===== src/design/membridge_pkg.sv =====
// shared widths, register map and config word layout of the memory bridge
// all addresses and lengths are counted in 64-bit words
`default_nettype none

package membridge_pkg;

    localparam int ADDR64_BITS   = 29;  // word address / length width
    localparam int BURST_LOG2    = 4;   // 16-word max burst
    localparam int PAGE_LOG2     = 7;   // 128 words per page
    localparam int PAGE_SEL_BITS = 2;   // four pages
    localparam int DATA_BITS     = 64;

    // register map, 3-bit address
    localparam logic [2:0] REG_CTRL      = 3'd0;
    localparam logic [2:0] REG_LO_ADDR64 = 3'd1;  // window base
    localparam logic [2:0] REG_SIZE64    = 3'd2;  // window size, rolls to base
    localparam logic [2:0] REG_START64   = 3'd3;  // start offset in window
    localparam logic [2:0] REG_LEN64     = 3'd4;  // total transfer length
    localparam logic [2:0] REG_WIDTH64   = 3'd5;  // scan line width

    typedef logic [ADDR64_BITS-1:0] addr64_t;

    // one register data word, read as ctrl bits or as a word address
    typedef union packed {
        struct packed {
            logic [28:0] rsvd;
            logic        keep_addr;  // continue from previous end address
            logic        start;
            logic        enable;
        } ctrl;
        struct packed {
            logic [2:0] rsvd;
            addr64_t    addr;
        } word;
    } cfg_word_u;

endpackage

`default_nettype wire


===== src/design/membridge_cfg_regs.sv =====
// config registers, lo/size/start forced to 16-word alignment
// start pulse comes one cycle after the ctrl write
`timescale 1ns/10ps
`default_nettype none

module membridge_cfg_regs #(
    parameter int FRAME_WIDTH_BITS = 13
) (
    input  wire                           hclk,
    input  wire                           rst,
    input  wire                           cfg_we_i,
    input  wire  [2:0]                    cfg_addr_i,
    input  wire  membridge_pkg::cfg_word_u cfg_data_i,
    output logic                          enable_o,
    output logic                          start_o,
    output logic                          keep_addr_o,
    output membridge_pkg::addr64_t        lo_addr64_o,
    output membridge_pkg::addr64_t        size64_o,
    output membridge_pkg::addr64_t        start64_o,
    output membridge_pkg::addr64_t        len64_o,
    output logic [FRAME_WIDTH_BITS:0]     last_in_line_o
);
    import membridge_pkg::*;

    logic [FRAME_WIDTH_BITS:0] width64;  // line width in words
    addr64_t                   aligned;  // data word cut to 16-word blocks

    wire set_ctrl  = cfg_we_i && (cfg_addr_i == REG_CTRL);
    wire set_lo    = cfg_we_i && (cfg_addr_i == REG_LO_ADDR64);
    wire set_size  = cfg_we_i && (cfg_addr_i == REG_SIZE64);
    wire set_start = cfg_we_i && (cfg_addr_i == REG_START64);
    wire set_len   = cfg_we_i && (cfg_addr_i == REG_LEN64);
    wire set_width = cfg_we_i && (cfg_addr_i == REG_WIDTH64);

    assign aligned = {cfg_data_i.word.addr[ADDR64_BITS-1:BURST_LOG2], {BURST_LOG2{1'b0}}};

    always_ff @(posedge hclk) begin
        if (set_lo)         lo_addr64_o <= aligned;
        if (set_size)       size64_o    <= aligned;
        if (set_lo)         start64_o   <= '0;  // new window restarts at its base
        else if (set_start) start64_o   <= aligned;
        if (set_len)        len64_o     <= cfg_data_i.word.addr;  // any length
        if (set_width)      width64     <= cfg_data_i.word.addr[FRAME_WIDTH_BITS:0];
        last_in_line_o <= width64 - 1'b1;  // last word index in a line
    end

    always_ff @(posedge hclk or posedge rst) begin
        if (rst) begin
            enable_o    <= 1'b0;
            start_o     <= 1'b0;
            keep_addr_o <= 1'b0;
        end else begin
            if (set_ctrl) begin
                enable_o    <= cfg_data_i.ctrl.enable;
                keep_addr_o <= cfg_data_i.ctrl.keep_addr;
            end
            start_o <= set_ctrl && cfg_data_i.ctrl.start;  // one-cycle pulse
        end
    end
endmodule

`default_nettype wire


===== config.mk =====
export PLATFORM = sky130hd
export DESIGN_NAME = membridge_cfg_regs
export DESIGN_NICKNAME = d
export VERILOG_FILES = /design/src/design/membridge_pkg.sv /design/src/design/membridge_cfg_regs.sv
export SDC_FILE = /design/constraint.sdc
export NUM_CORES = 1
export LEC_CHECK = 0
export ABC_AREA = 1
export ABC_CLOCK_PERIOD_IN_PS = 1200
export BUFFER_PORTS_ARGS = -buffer_cell sky130_fd_sc_hd__buf_2
export CORE_AREA = 2 2 98 119
export CTS_CLUSTER_DIAMETER = 120
export DETAILED_ROUTE_END_ITERATION = 8
export DIE_AREA = 0 0 100 121
export PLACE_DENSITY = 0.8
export SLEW_MARGIN = 5
export SYNTH_ARGS = -nofsm -noshare
export SYNTH_HDL_FRONTEND = slang
export SYNTH_SLANG_ARGS = --single-unit

===== constraint.sdc =====
create_clock -name hclk -period 1.2 [get_ports hclk]
set_input_delay 0.12 -clock hclk [delete_from_list [all_inputs] [get_ports hclk]]
set_output_delay 0.12 -clock hclk [all_outputs]
set_load 0.005 [all_outputs]

**Word level (Yosys, flattened, before mapping)**

Index checks and enable logic that the tools add are counted.

- $add $sub $neg: 1
- Equality and inequality tests: 5
- Reductions and logical operators: 8

Operators by type and width:

| kind | number |
|---|---|
| 14-bit by 1-bit subtractor with 14-bit output (second input constant) | 1 |
| 1-bit logical AND | 7 |
| 3-bit by 2-bit == test with 1-bit output (second input constant) | 2 |
| 3-bit == test (second input constant) | 2 |
| 3-bit by 1-bit == test with 1-bit output (second input constant) | 1 |
| 3-bit zero test | 1 |

- Register bits: 135
- Bits of input ports: 38
- Output and inout port bits: 133

**Logic depth before layout (Yosys ltp)**

Gate-level depths: netlist of run 1.

- Word-level depth: 3
- Depth in mapped cells: 7
- Mapped depth without buffers: 7

**Least setup slack after synthesis of run 1**

No wires, ideal clock.

- Path kind: input-to-reg
- From: in cfg_we_i
- To: reg len64_o[0], enable pin
- Setup time: 491 ps
- Arrival time: 3,123 ps
- Data required time: 709 ps
- Setup slack: -2,414 ps
- Stages: 3
- Path buffers: 1
- Cell sequence: buf_4 inv_2 nor4_1

- Word-level cells in the longest chain between the ends: 1

Ends and longest elaborated chain:

| what | RTL line | RTL |
|---|---|---|
| from (decl) | membridge_cfg_regs.sv:11 | `input wire cfg_we_i,` |
| 1-bit logical AND | membridge_cfg_regs.sv:32 | `wire set_len = cfg_we_i && (cfg_addr_i == REG_LEN64);` |
| net set_len | membridge_cfg_regs.sv:32 |  |
| to (signal assigned) | membridge_cfg_regs.sv:42 | `if (set_len) len64_o <= cfg_data_i.word.addr;` |
| to (decl) | membridge_cfg_regs.sv:20 | `output membridge_pkg::addr64_t len64_o,` |

The timed path passes the listed nets, and every way through them passes these cells.
A chain may end at the register's enable or synchronous reset.

**Worst setup path after layout of run 1**

- From: reg width64[2]
- To: reg last_in_line_o[10]

- Word-level cells in the longest chain between the ends: 1

Ends and longest elaborated chain:

| what | RTL line | RTL |
|---|---|---|
| from (decl) | membridge_cfg_regs.sv:25 | `logic [FRAME_WIDTH_BITS:0] width64;` |
| from (signal assigned) | membridge_cfg_regs.sv:43 | `if (set_width) width64 <= cfg_data_i.word.addr[FRAME_WIDTH_BITS:0];` |
| 14-bit by 1-bit subtractor with 14-bit output | membridge_cfg_regs.sv:44 | `last_in_line_o <= width64 - 1'b1;` |
| to (signal assigned) | membridge_cfg_regs.sv:44 |  |
| to (decl) | membridge_cfg_regs.sv:21 | `output logic [FRAME_WIDTH_BITS:0] last_in_line_o` |

No other way between the ends.

==> flow_summary.ini, run 1 <==
[drt]
final_antenna_net_count = 0
vias = 3231
detail_route.wirelength_um = 10910
drc = 0
drt-pass1-iter-count = 4
drt_iter0_drc = 121
wire_per_inst_um = 15.74
via_per_inst = 4.662

[synth]
synth_top_family_by_area = simple AND/OR/NAND/NOR gates
muxShareOfSynthArea = 0
synth_compound_area_frac = 0.04113
ys_seq_elements = 135
synth_xor_area_frac = 0.01080
synth-simple-area-share = 0.1414
ys_warn_count = 0
syn_avg_cell_area_um2 = 15.12
netlist_instances = 322
synthAdderAreaFrac = 0.002571
ys_seq_area_frac = 0.7496
syn_area_mm2 = 0.004867
synth_cell_types = 29

[placement]
dp_hpwl_um = 7450
port_buffers = 155
gp_congestion = 0.7147
post_dp_cell_area_mm2 = 0.006015

[worst_setup_path]
crit_buf_inv = 0
required_ns = 1.50
r2r-start = width64[2]
cp-start-kind = register
crit_cells = 6
cp.arrival_ns = 1.48
path_delay_family = simple AND/OR/NAND/NOR gates
crit_path_cell_trace = nor2_1 > nand2_2 > nor2_4 > nand2_1 > nand2_1 > nand2_1
crit_top_cell = nand2_1
slowest_stage = edfxtp_1
r2r_end = last_in_line_o[10]
r2r_setup_slack_ns = 0.01
max_stage_delay_ns = 0.44
endpoint_kind = register
timing_worst_setup_path_type = register to register
reg2reg_depth = 6
cp_max_fo = 5

[finish]
area_growth_pct = 43.80
nNetsFinal = 587
seq_area_mm2 = 0.003649
finalInstanceArea_mm2 = 0.006999
multi_input_area_mm2 = 0.001104
final_util = 0.6403
drive_above_1_share = 0.5419
final_cell_mix = buf_2, edfxtp_1, dfxtp_1
fillers = 774
antenna_cells = 0
layout_commonest_cell = buf_2

[pwr]
power_density_mw_per_mm2 = 1607
leakage_uw = 0.002873
ir_worst_vdd_mv = 1.001

[timing]
min_period_over_period = 0.9882
clock.fmax_ghz = 0.8433
rsz0062_at_grt = yes
hold_viol = 0
slew_violations = 0
fin_worst_skew_ns = 0.006853
setup_violations = 0
min_period_ns = 1.186

[grt]
grt_max_degree = 27
grt_pass1_wl_um = 16910
grt_antenna_before_repair = 0
grt_pass1_vias = 3485
grt_use_total = 0.1885
grt-ovfl-total = 0

[hold_path]
min_path_type = primary input to register
holdPathEnd = lo_addr64_o[8]
hp-start = cfg_data_i[8]
holdPathStages = 1

[clocking]
cts_tree = done
root_buffer = clkbuf_16
clock_latency_ns = 0.41
clk_path_buf_depth = 2
cts_buffers = 17
h-tree-depth = 4
cts_sinks = 135
clkTransAtPathRegs_ns = 0.05

[die]
die_area_mm2 = 0.01210
fp-row-count = 42
initial_core_util = 0.4453
die_w_um = 100
ioPinCount = 171
die_h_um = 121
core_area_mm2 = 0.01093

[flow_run]
maxCapViolCount = 0

[status]
status = completed
-- what timing repair did --
item,4_1_cts,5_1_grt
pin swaps,1,7
hold buffers,29,0
setup buffers,0,7
resized for setup,2,20
hold endpoints to repair,109,0
gates cloned,0,0
endpoints found under the setup margin,3,8
-- worst max path at each step --
stage / from / slack (ns) / end
finish: width64[2] / 0.01 / last_in_line_o[10]
global route: width64[2] / -0.06 / last_in_line_o[9]
CTS: width64[1] / 0.003 / last_in_line_o[10]
detailed placement: width64[0] / -0.07 / last_in_line_o[10]
global placement: cfg_addr_i[2] / -0.02 / start64_o[7]
floorplan: cfg_we_i / -0.43 / len64_o[0]
-- stage by stage --
step,TNS (ns),hold slack [ns],cells,setup WS (ns),total power (µW)
5_1_grt,-0.2427,0.01194,693,-0.06187,11670
4_1_cts,0,0.004872,686,0.003065,11310
3_3_place_gp,-0.4774,-0.01825,625,-0.01545,6257
2_1_floorplan,-17.52,-0.1264,333,-0.4288,5847
6_report,0,0.01565,693,0.01417,11250
3_5_place_dp,-2.168,-0.009202,625,-0.07433,6298
-- sequential cells by signal (all words and copies together) (netlist names) --
name / count
keep_addr_o: 1
lo_addr64_o: 25
start_o: 1
size64_o: 25
enable_o: 1
width64: 14
len64_o: 29
last_in_line_o: 14
start64_o: 25
-- synthesized netlist by cell type (all sizes together) --
| master | number | share of area |
|---|---|---|
| nor4 | 2 | 0.0026 |
| nand3 | 30 | 0.051 |
| clkbuf | 4 | 0.0087 |
| nand3b | 3 | 0.0046 |
| edfxtp | 93 | 0.57 |
| dfxtp | 39 | 0.16 |
| a21oi | 25 | 0.041 |
| inv | 15 | 0.012 |
| nand2 | 60 | 0.059 |
| dfrtp | 3 | 0.015 |
| and2 | 1 | 0.0013 |
| xnor2 | 1 | 0.0018 |
| ha | 1 | 0.0026 |
| conb | 1 | 0.00077 |
| nor2 | 22 | 0.022 |
| buf | 17 | 0.033 |
| xor2 | 5 | 0.0090 |
-- area by class of cell --
type	instances	area share
well taps	132	0.02360
multi-input cells	162	0.1577
clock inverters	13	0.01859
inverters	15	0.009474
flip-flops and latches	135	0.5213
repair buffers	217	0.2061
clock buffers	19	0.06328
-- worst register-to-register path, cell delays in order (launching register included) --
cell	delay (ns)
edfxtp_1	0.44
nor2_1	0.18
nand2_2	0.10
nor2_4	0.18
nand2_1	0.07
nand2_1	0.06
nand2_1	0.05
-- where the power goes --
group / internal (µW) / switching (µW) / total, µW
Clock: 3090 / 1870 / 4960
Sequential: 5240 / 122 / 5360
Combinational: 460 / 471 / 931
Total: 8790 / 2460 / 11200
-- cells by family (layout without fill, tap and decap cells) --
logic type,Yosys count,after routing
DFF,135,135
AOI/OAI and AO/OA,25,25
and+or+nand+nor,118,118
buffers and inverters,36,264
other,1,12
adders and majority gates,1,1
xor gates and xnor gates,6,6
-- routing by layer --
metal,vias to the layer above,share of wire,global-route usage
met5,-,0,0
met4,0,0.017,0.08476
met3,17,0.081,0.07776
met2,132,0.54,0.3323
met1,1533,0.37,0.1940
li1,1549,-,-
No activity file was read; power rests on OpenSTA's default activity.
==> run 2: changes to the inputs <==
--- a/config.mk
+++ b/config.mk
@@ -12,6 +12,7 @@
 export CTS_CLUSTER_DIAMETER = 120
 export DETAILED_ROUTE_END_ITERATION = 8
 export DIE_AREA = 0 0 100 121
+export MAX_ROUTING_LAYER = met4
 export PLACE_DENSITY = 0.8
 export SLEW_MARGIN = 5
 export SYNTH_ARGS = -nofsm -noshare
==> run 2 against run 1 <==
Combinational power hardly changed. Utilization decreased by 0.069 points. Critical path depth rose by 1. Non-clock buffer count unchanged. Wire length is 0.28% lower. Sequential cell count unchanged. Global-route usage is 0.50 points higher. Total power hardly changed.
==> flow_summary.ini, run 2 (synthesis gave the netlist of run 1 again) <==
[finish]
layout_commonest_cell = buf_2
fin_cells = 693
antenna_cells = 0
largest-register = len64_o
area_growth_pct = 43.65
drive_above_1_share = 0.5401
fillers = 774
final_util = 0.6397
finalInstanceArea_mm2 = 0.006992
final_cell_mix = buf_2, edfxtp_1, dfxtp_1
largest_register_ffs = 29
nNetsFinal = 587

[drt]
wire_per_inst_um = 15.70
vias = 3217
drc = 0
detail_route.wirelength_um = 10880
final_antenna_net_count = 0
drt-pass1-iter-count = 4
via_per_inst = 4.642
drt_iter0_drc = 141

[placement]
port_buffers = 155
place_inst = 625
gp_congestion = 0.7230
dp_hpwl_um = 7450
post_dp_cell_area_mm2 = 0.006015

[worst_setup_path]
endpoint_kind = register
crit_buf_inv = 1
cp.arrival_ns = 1.48
cp_max_fo = 5
timing_worst_setup_path_type = register to register
cp-start-kind = register
max_stage_delay_ns = 0.45
path_delay_family = simple AND/OR/NAND/NOR gates
crit_path_cell_trace = nor2_2 > nand2_2 > nor2_2 > buf_6 > nand2_2 > nand2_1 > nand2_1
slowest_stage = edfxtp_1
required_ns = 1.49

[clocking]
root_buffer = clkbuf_16
cts_sinks = 135
cts_buffers = 17
clock_latency_ns = 0.41
cts_tree = done
h-tree-depth = 4
clk_path_buf_depth = 2
clkTransAtPathRegs_ns = 0.05

[timing]
min_period_over_period = 0.9887
slew_violations = 0
setup_violations = 0
clock.fmax_ghz = 0.8428
fin_worst_skew_ns = 0.008353
hold_viol = 0
rsz0062_at_grt = yes
whs_ns = 0.01668
min_period_ns = 1.186

[die]
fp-row-count = 42
initial_core_util = 0.4453
core_area_mm2 = 0.01093
die_w_um = 100
die_h_um = 121
ioPinCount = 171
die_area_mm2 = 0.01210

[pwr]
ir_worst_vdd_mv = 1.008
leakage_uw = 0.002871
power_density_mw_per_mm2 = 1610

[grt]
grt-ovfl-total = 0
grt_antenna_before_repair = 0
grt_max_degree = 27
grt_use_total = 0.1935
grt_pass1_vias = 3489
grt_pass1_wl_um = 16830

[hold_path]
min_path_type = primary input to register

[status]
status = completed

[flow_run]
maxCapViolCount = 0
run 2: cell counts in the layout (fill, tap and decap cells not counted):
Identical to the previous run, type by type.
run 2: routing by layer:
layer / global-route usage / part of all wire / up-vias
met5: - / 0 / -
met4: 0.08476 / 0.018 / 0
met3: 0.05645 / 0.059 / 19
met2: 0.3328 / 0.54 / 131
met1: 0.2071 / 0.39 / 1516
li1: - / - / 1551
run 2: final cells by class:
type / instances / area (µm²) / share of cell area
Clock inverter: 13 / 130.1 / 0.01861
Multi-Input combinational cell: 162 / 1096 / 0.1568
Timing Repair Buffer: 217 / 1443 / 0.2063
Clock buffer: 19 / 442.9 / 0.06335
Tap cell: 132 / 165.2 / 0.02362
Sequential cell: 135 / 3649 / 0.5218
Inverter: 15 / 66.31 / 0.009485
run 2: power breakdown:
group          internal (µW)  switching [µW]
combinational            460             473
clock                   3090            1870
sequential              5240             122
run 2: final timing paths:
check | from | end | slack [ns] | cells after the start
max | width64[2] | last_in_line_o[9] | 0.01 | 7
min | cfg_data_i[8] | lo_addr64_o[8] | 0.02 | 1
max reg2reg | width64[2] | last_in_line_o[9] | 0.01 | 7
min reg2reg | start64_o[5] | start64_o[5] | 0.46 | 2
max in group asynchronous | rst | keep_addr_o | 0.95 | 3
min in group asynchronous | rst | start_o | 0.12 | 3
run 2: per-stage QoR:
step                      total power (µW)  TNS [ns]  setup WS [ns]
after global routing                 11660   -0.1955       -0.06782
after global placement                6257   -0.4774       -0.01545
after CTS                            11310         0       0.003065
final                                11260         0        0.01351
after detailed placement              6298    -2.168       -0.07433
after floorplan                       5847    -17.52        -0.4288
run 2: worst register-to-register path, stage by stage, from the launching register on:
cell      delay (ns)
edfxtp_1        0.45
nor2_2          0.14
nand2_2         0.09
nor2_2          0.10
buf_6           0.12
nand2_2         0.04
nand2_1         0.06
nand2_1         0.06
run 2: repair_timing:
item / CTS / global route
hold endpoints to repair: 109 / 0
pin swaps: 1 / 8
endpoints found under the setup margin: 3 / 8
gates cloned: 0 / 0
buffers inserted: 0 / 7
resized for setup: 2 / 18
hold buffers: 29 / 0
==> run 3: changes to the inputs <==
--- a/config.mk
+++ b/config.mk
@@ -13,7 +13,7 @@
 export DETAILED_ROUTE_END_ITERATION = 8
 export DIE_AREA = 0 0 100 121
 export MAX_ROUTING_LAYER = met4
-export PLACE_DENSITY = 0.8
+export PLACE_DENSITY = 0.71
 export SLEW_MARGIN = 5
 export SYNTH_ARGS = -nofsm -noshare
 export SYNTH_HDL_FRONTEND = slang
==> run 3 against run 2 <==
Wire length about the same. Sequential cell count unchanged. Hold slack improved by 0.11 ns. First-iteration DRC count decreased by 22%. Utilization decreased by 0.069 points. Critical path depth unchanged. Register-to-register slack about the same. Clock skew decreased by 0.0029 ns. Global-route usage increased by 0.24 points. Total power increased by 5.1%. Clock power increased by 12%. Largest power group is now clock.
==> flow_summary.ini, run 3 (synthesis gave the netlist of run 1 again) <==
[timing]
fin_worst_skew_ns = 0.005453
min_period_over_period = 0.9986
fin_ws_ns = 0.001650
clock.fmax_ghz = 0.8345
hold_viol = 0
min_period_ns = 1.198
rsz0062_at_grt = yes
setup_violations = 0
slew_violations = 0

[grt]
grt_pass1_wl_um = 17250
grt.busiest_layer = met2
grt_antenna_before_repair = 0
grt_pass1_vias = 3551
grt_use_met3 = 0.06221
met1_usage = 0.2109
grt_max_degree = 26
use_met2 = 0.3349
grt-ovfl-total = 0
grt_use_total = 0.1959

[die]
ioPinCount = 171
initial_core_util = 0.4453
fp-row-count = 42
die_h_um = 121
core_area_mm2 = 0.01093
die_area_mm2 = 0.01210
die_w_um = 100

[drt]
final_antenna_net_count = 0
detail_route.wirelength_um = 10890
drt_iter0_drc = 110
drc = 0
drt-pass1-iter-count = 4
wire_per_inst_um = 15.67
via_per_inst = 4.767
vias = 3313

[placement]
gp_congestion = 0.7294
dp_hpwl_um = 7403
place_inst = 631
port_buffers = 155
place_ws_ns = -0.09890

[pwr]
leakage_uw = 0.002888
ir_worst_vdd_mv = 1.027
power_density_mw_per_mm2 = 1695

[clocking]
clkTransAtPathRegs_ns = 0.05
cts_tree = done
clock_latency_ns = 0.41
root_buffer = clkbuf_16
cts_buffers = 17
h-tree-depth = 4
clk_path_buf_depth = 2
cts_sinks = 135

[hold_path]
min_path_type = primary input to asynchronous set/reset pin

[worst_setup_path]
slowest_stage = edfxtp_1
required_ns = 1.50
crit_buf_inv = 1
max_stage_delay_ns = 0.45
path_delay_family = simple AND/OR/NAND/NOR gates
cp-start-kind = register
timing_worst_setup_path_type = register to register
crit_path_cell_trace = nor2_2 > nand2_1 > nor2_1 > buf_4 > nand2_1 > nand2_1 > nand2_1
cp_max_fo = 5
endpoint_kind = register
cp.arrival_ns = 1.50
crit_top_cell = nand2_1

[status]
status = completed

[finish]
largest_register_ffs = 29
largest-register = len64_o
area_growth_pct = 43.50
nNetsFinal = 589
antenna_cells = 0
final_cell_mix = buf_2, edfxtp_1, dfxtp_1
fin_cells = 695
drive_above_1_share = 0.5275
layout_commonest_cell = buf_2

[flow_run]
maxCapViolCount = 0
[run 3: cell types whose count changed in the layout (fill, tap and decap cells not counted), sizes merged]
| cell | previous run | this run |
|---|---|---|
| inv | 16 | 15 |
| dlygate4sd3 | 29 | 30 |
| clkinv | 7 | 6 |
| buf | 188 | 189 |
| bufinv | 2 | 5 |
| clkinvlp | 3 | 2 |
[run 3: metrics by stage]
stage                     total power (µW)  area, µm²  setup TNS (ns)  hold WS, ns    util
after floorplan                       5847       4966          -17.52      -0.1264       -
after global placement                6259       6010          -1.537     -0.01673  0.5498
after detailed placement              6297       6010          -3.345    -0.006651  0.5498
after CTS                            11940       6959               0       0.1107  0.6367
after global routing                 12260       6984         -0.3341       0.1380  0.6390
final                                11840       6984               0       0.1294  0.6390
[run 3: path summary, 6_finish.rpt]
path,slack [ns],startpoint,cells past startpoint,to
worst max-delay path,0.002,width64[6],7,last_in_line_o[11]
worst min-delay path,0.13,rst,3,keep_addr_o
worst max register to register,0.002,width64[6],7,last_in_line_o[11]
worst min register to register,0.46,start64_o[4],2,start64_o[4]
max in group asynchronous,0.94,rst,3,enable_o
min in group hclk,0.22,cfg_addr_i[0],5,enable_o
[run 3: repair_timing]
item	4_1_cts	5_1_grt
pin swaps	1	2
endpoints found under the hold margin	114	0
hold buffers	30	0
setup buffers	0	2
gates resized for setup	4	5
endpoints found under the setup margin	5	8
[run 3: tightest hold or removal path: cells and delay by family]
kind,cells,cell delay (ns)
buffers and inverters,3,0.76
[run 3: routing by layer]
metal  part of all wire  vias to the layer above
li1                   -                     1552
met1               0.37                     1596
met2               0.54                      144
met3              0.070                       21
met4              0.021                        0
met5                  0                        -
[run 3: cell type report]
type / count / area [µm²]
fillers: 807 / 3946
well taps: 132 / 165.2
repair buffers: 219 / 1406
inverters: 15 / 66.31
multi-input cells: 162 / 1061
flip-flops and latches: 135 / 3649
clock inverters: 13 / 203.9
clock buffers: 19 / 432.9
[run 3: where the power goes]
group	switching (µW)	leakage (µW)	internal (µW)
clock	1870	0.000302	3670
sequential	123	0.00121	5240
combinational	475	0.00138	452
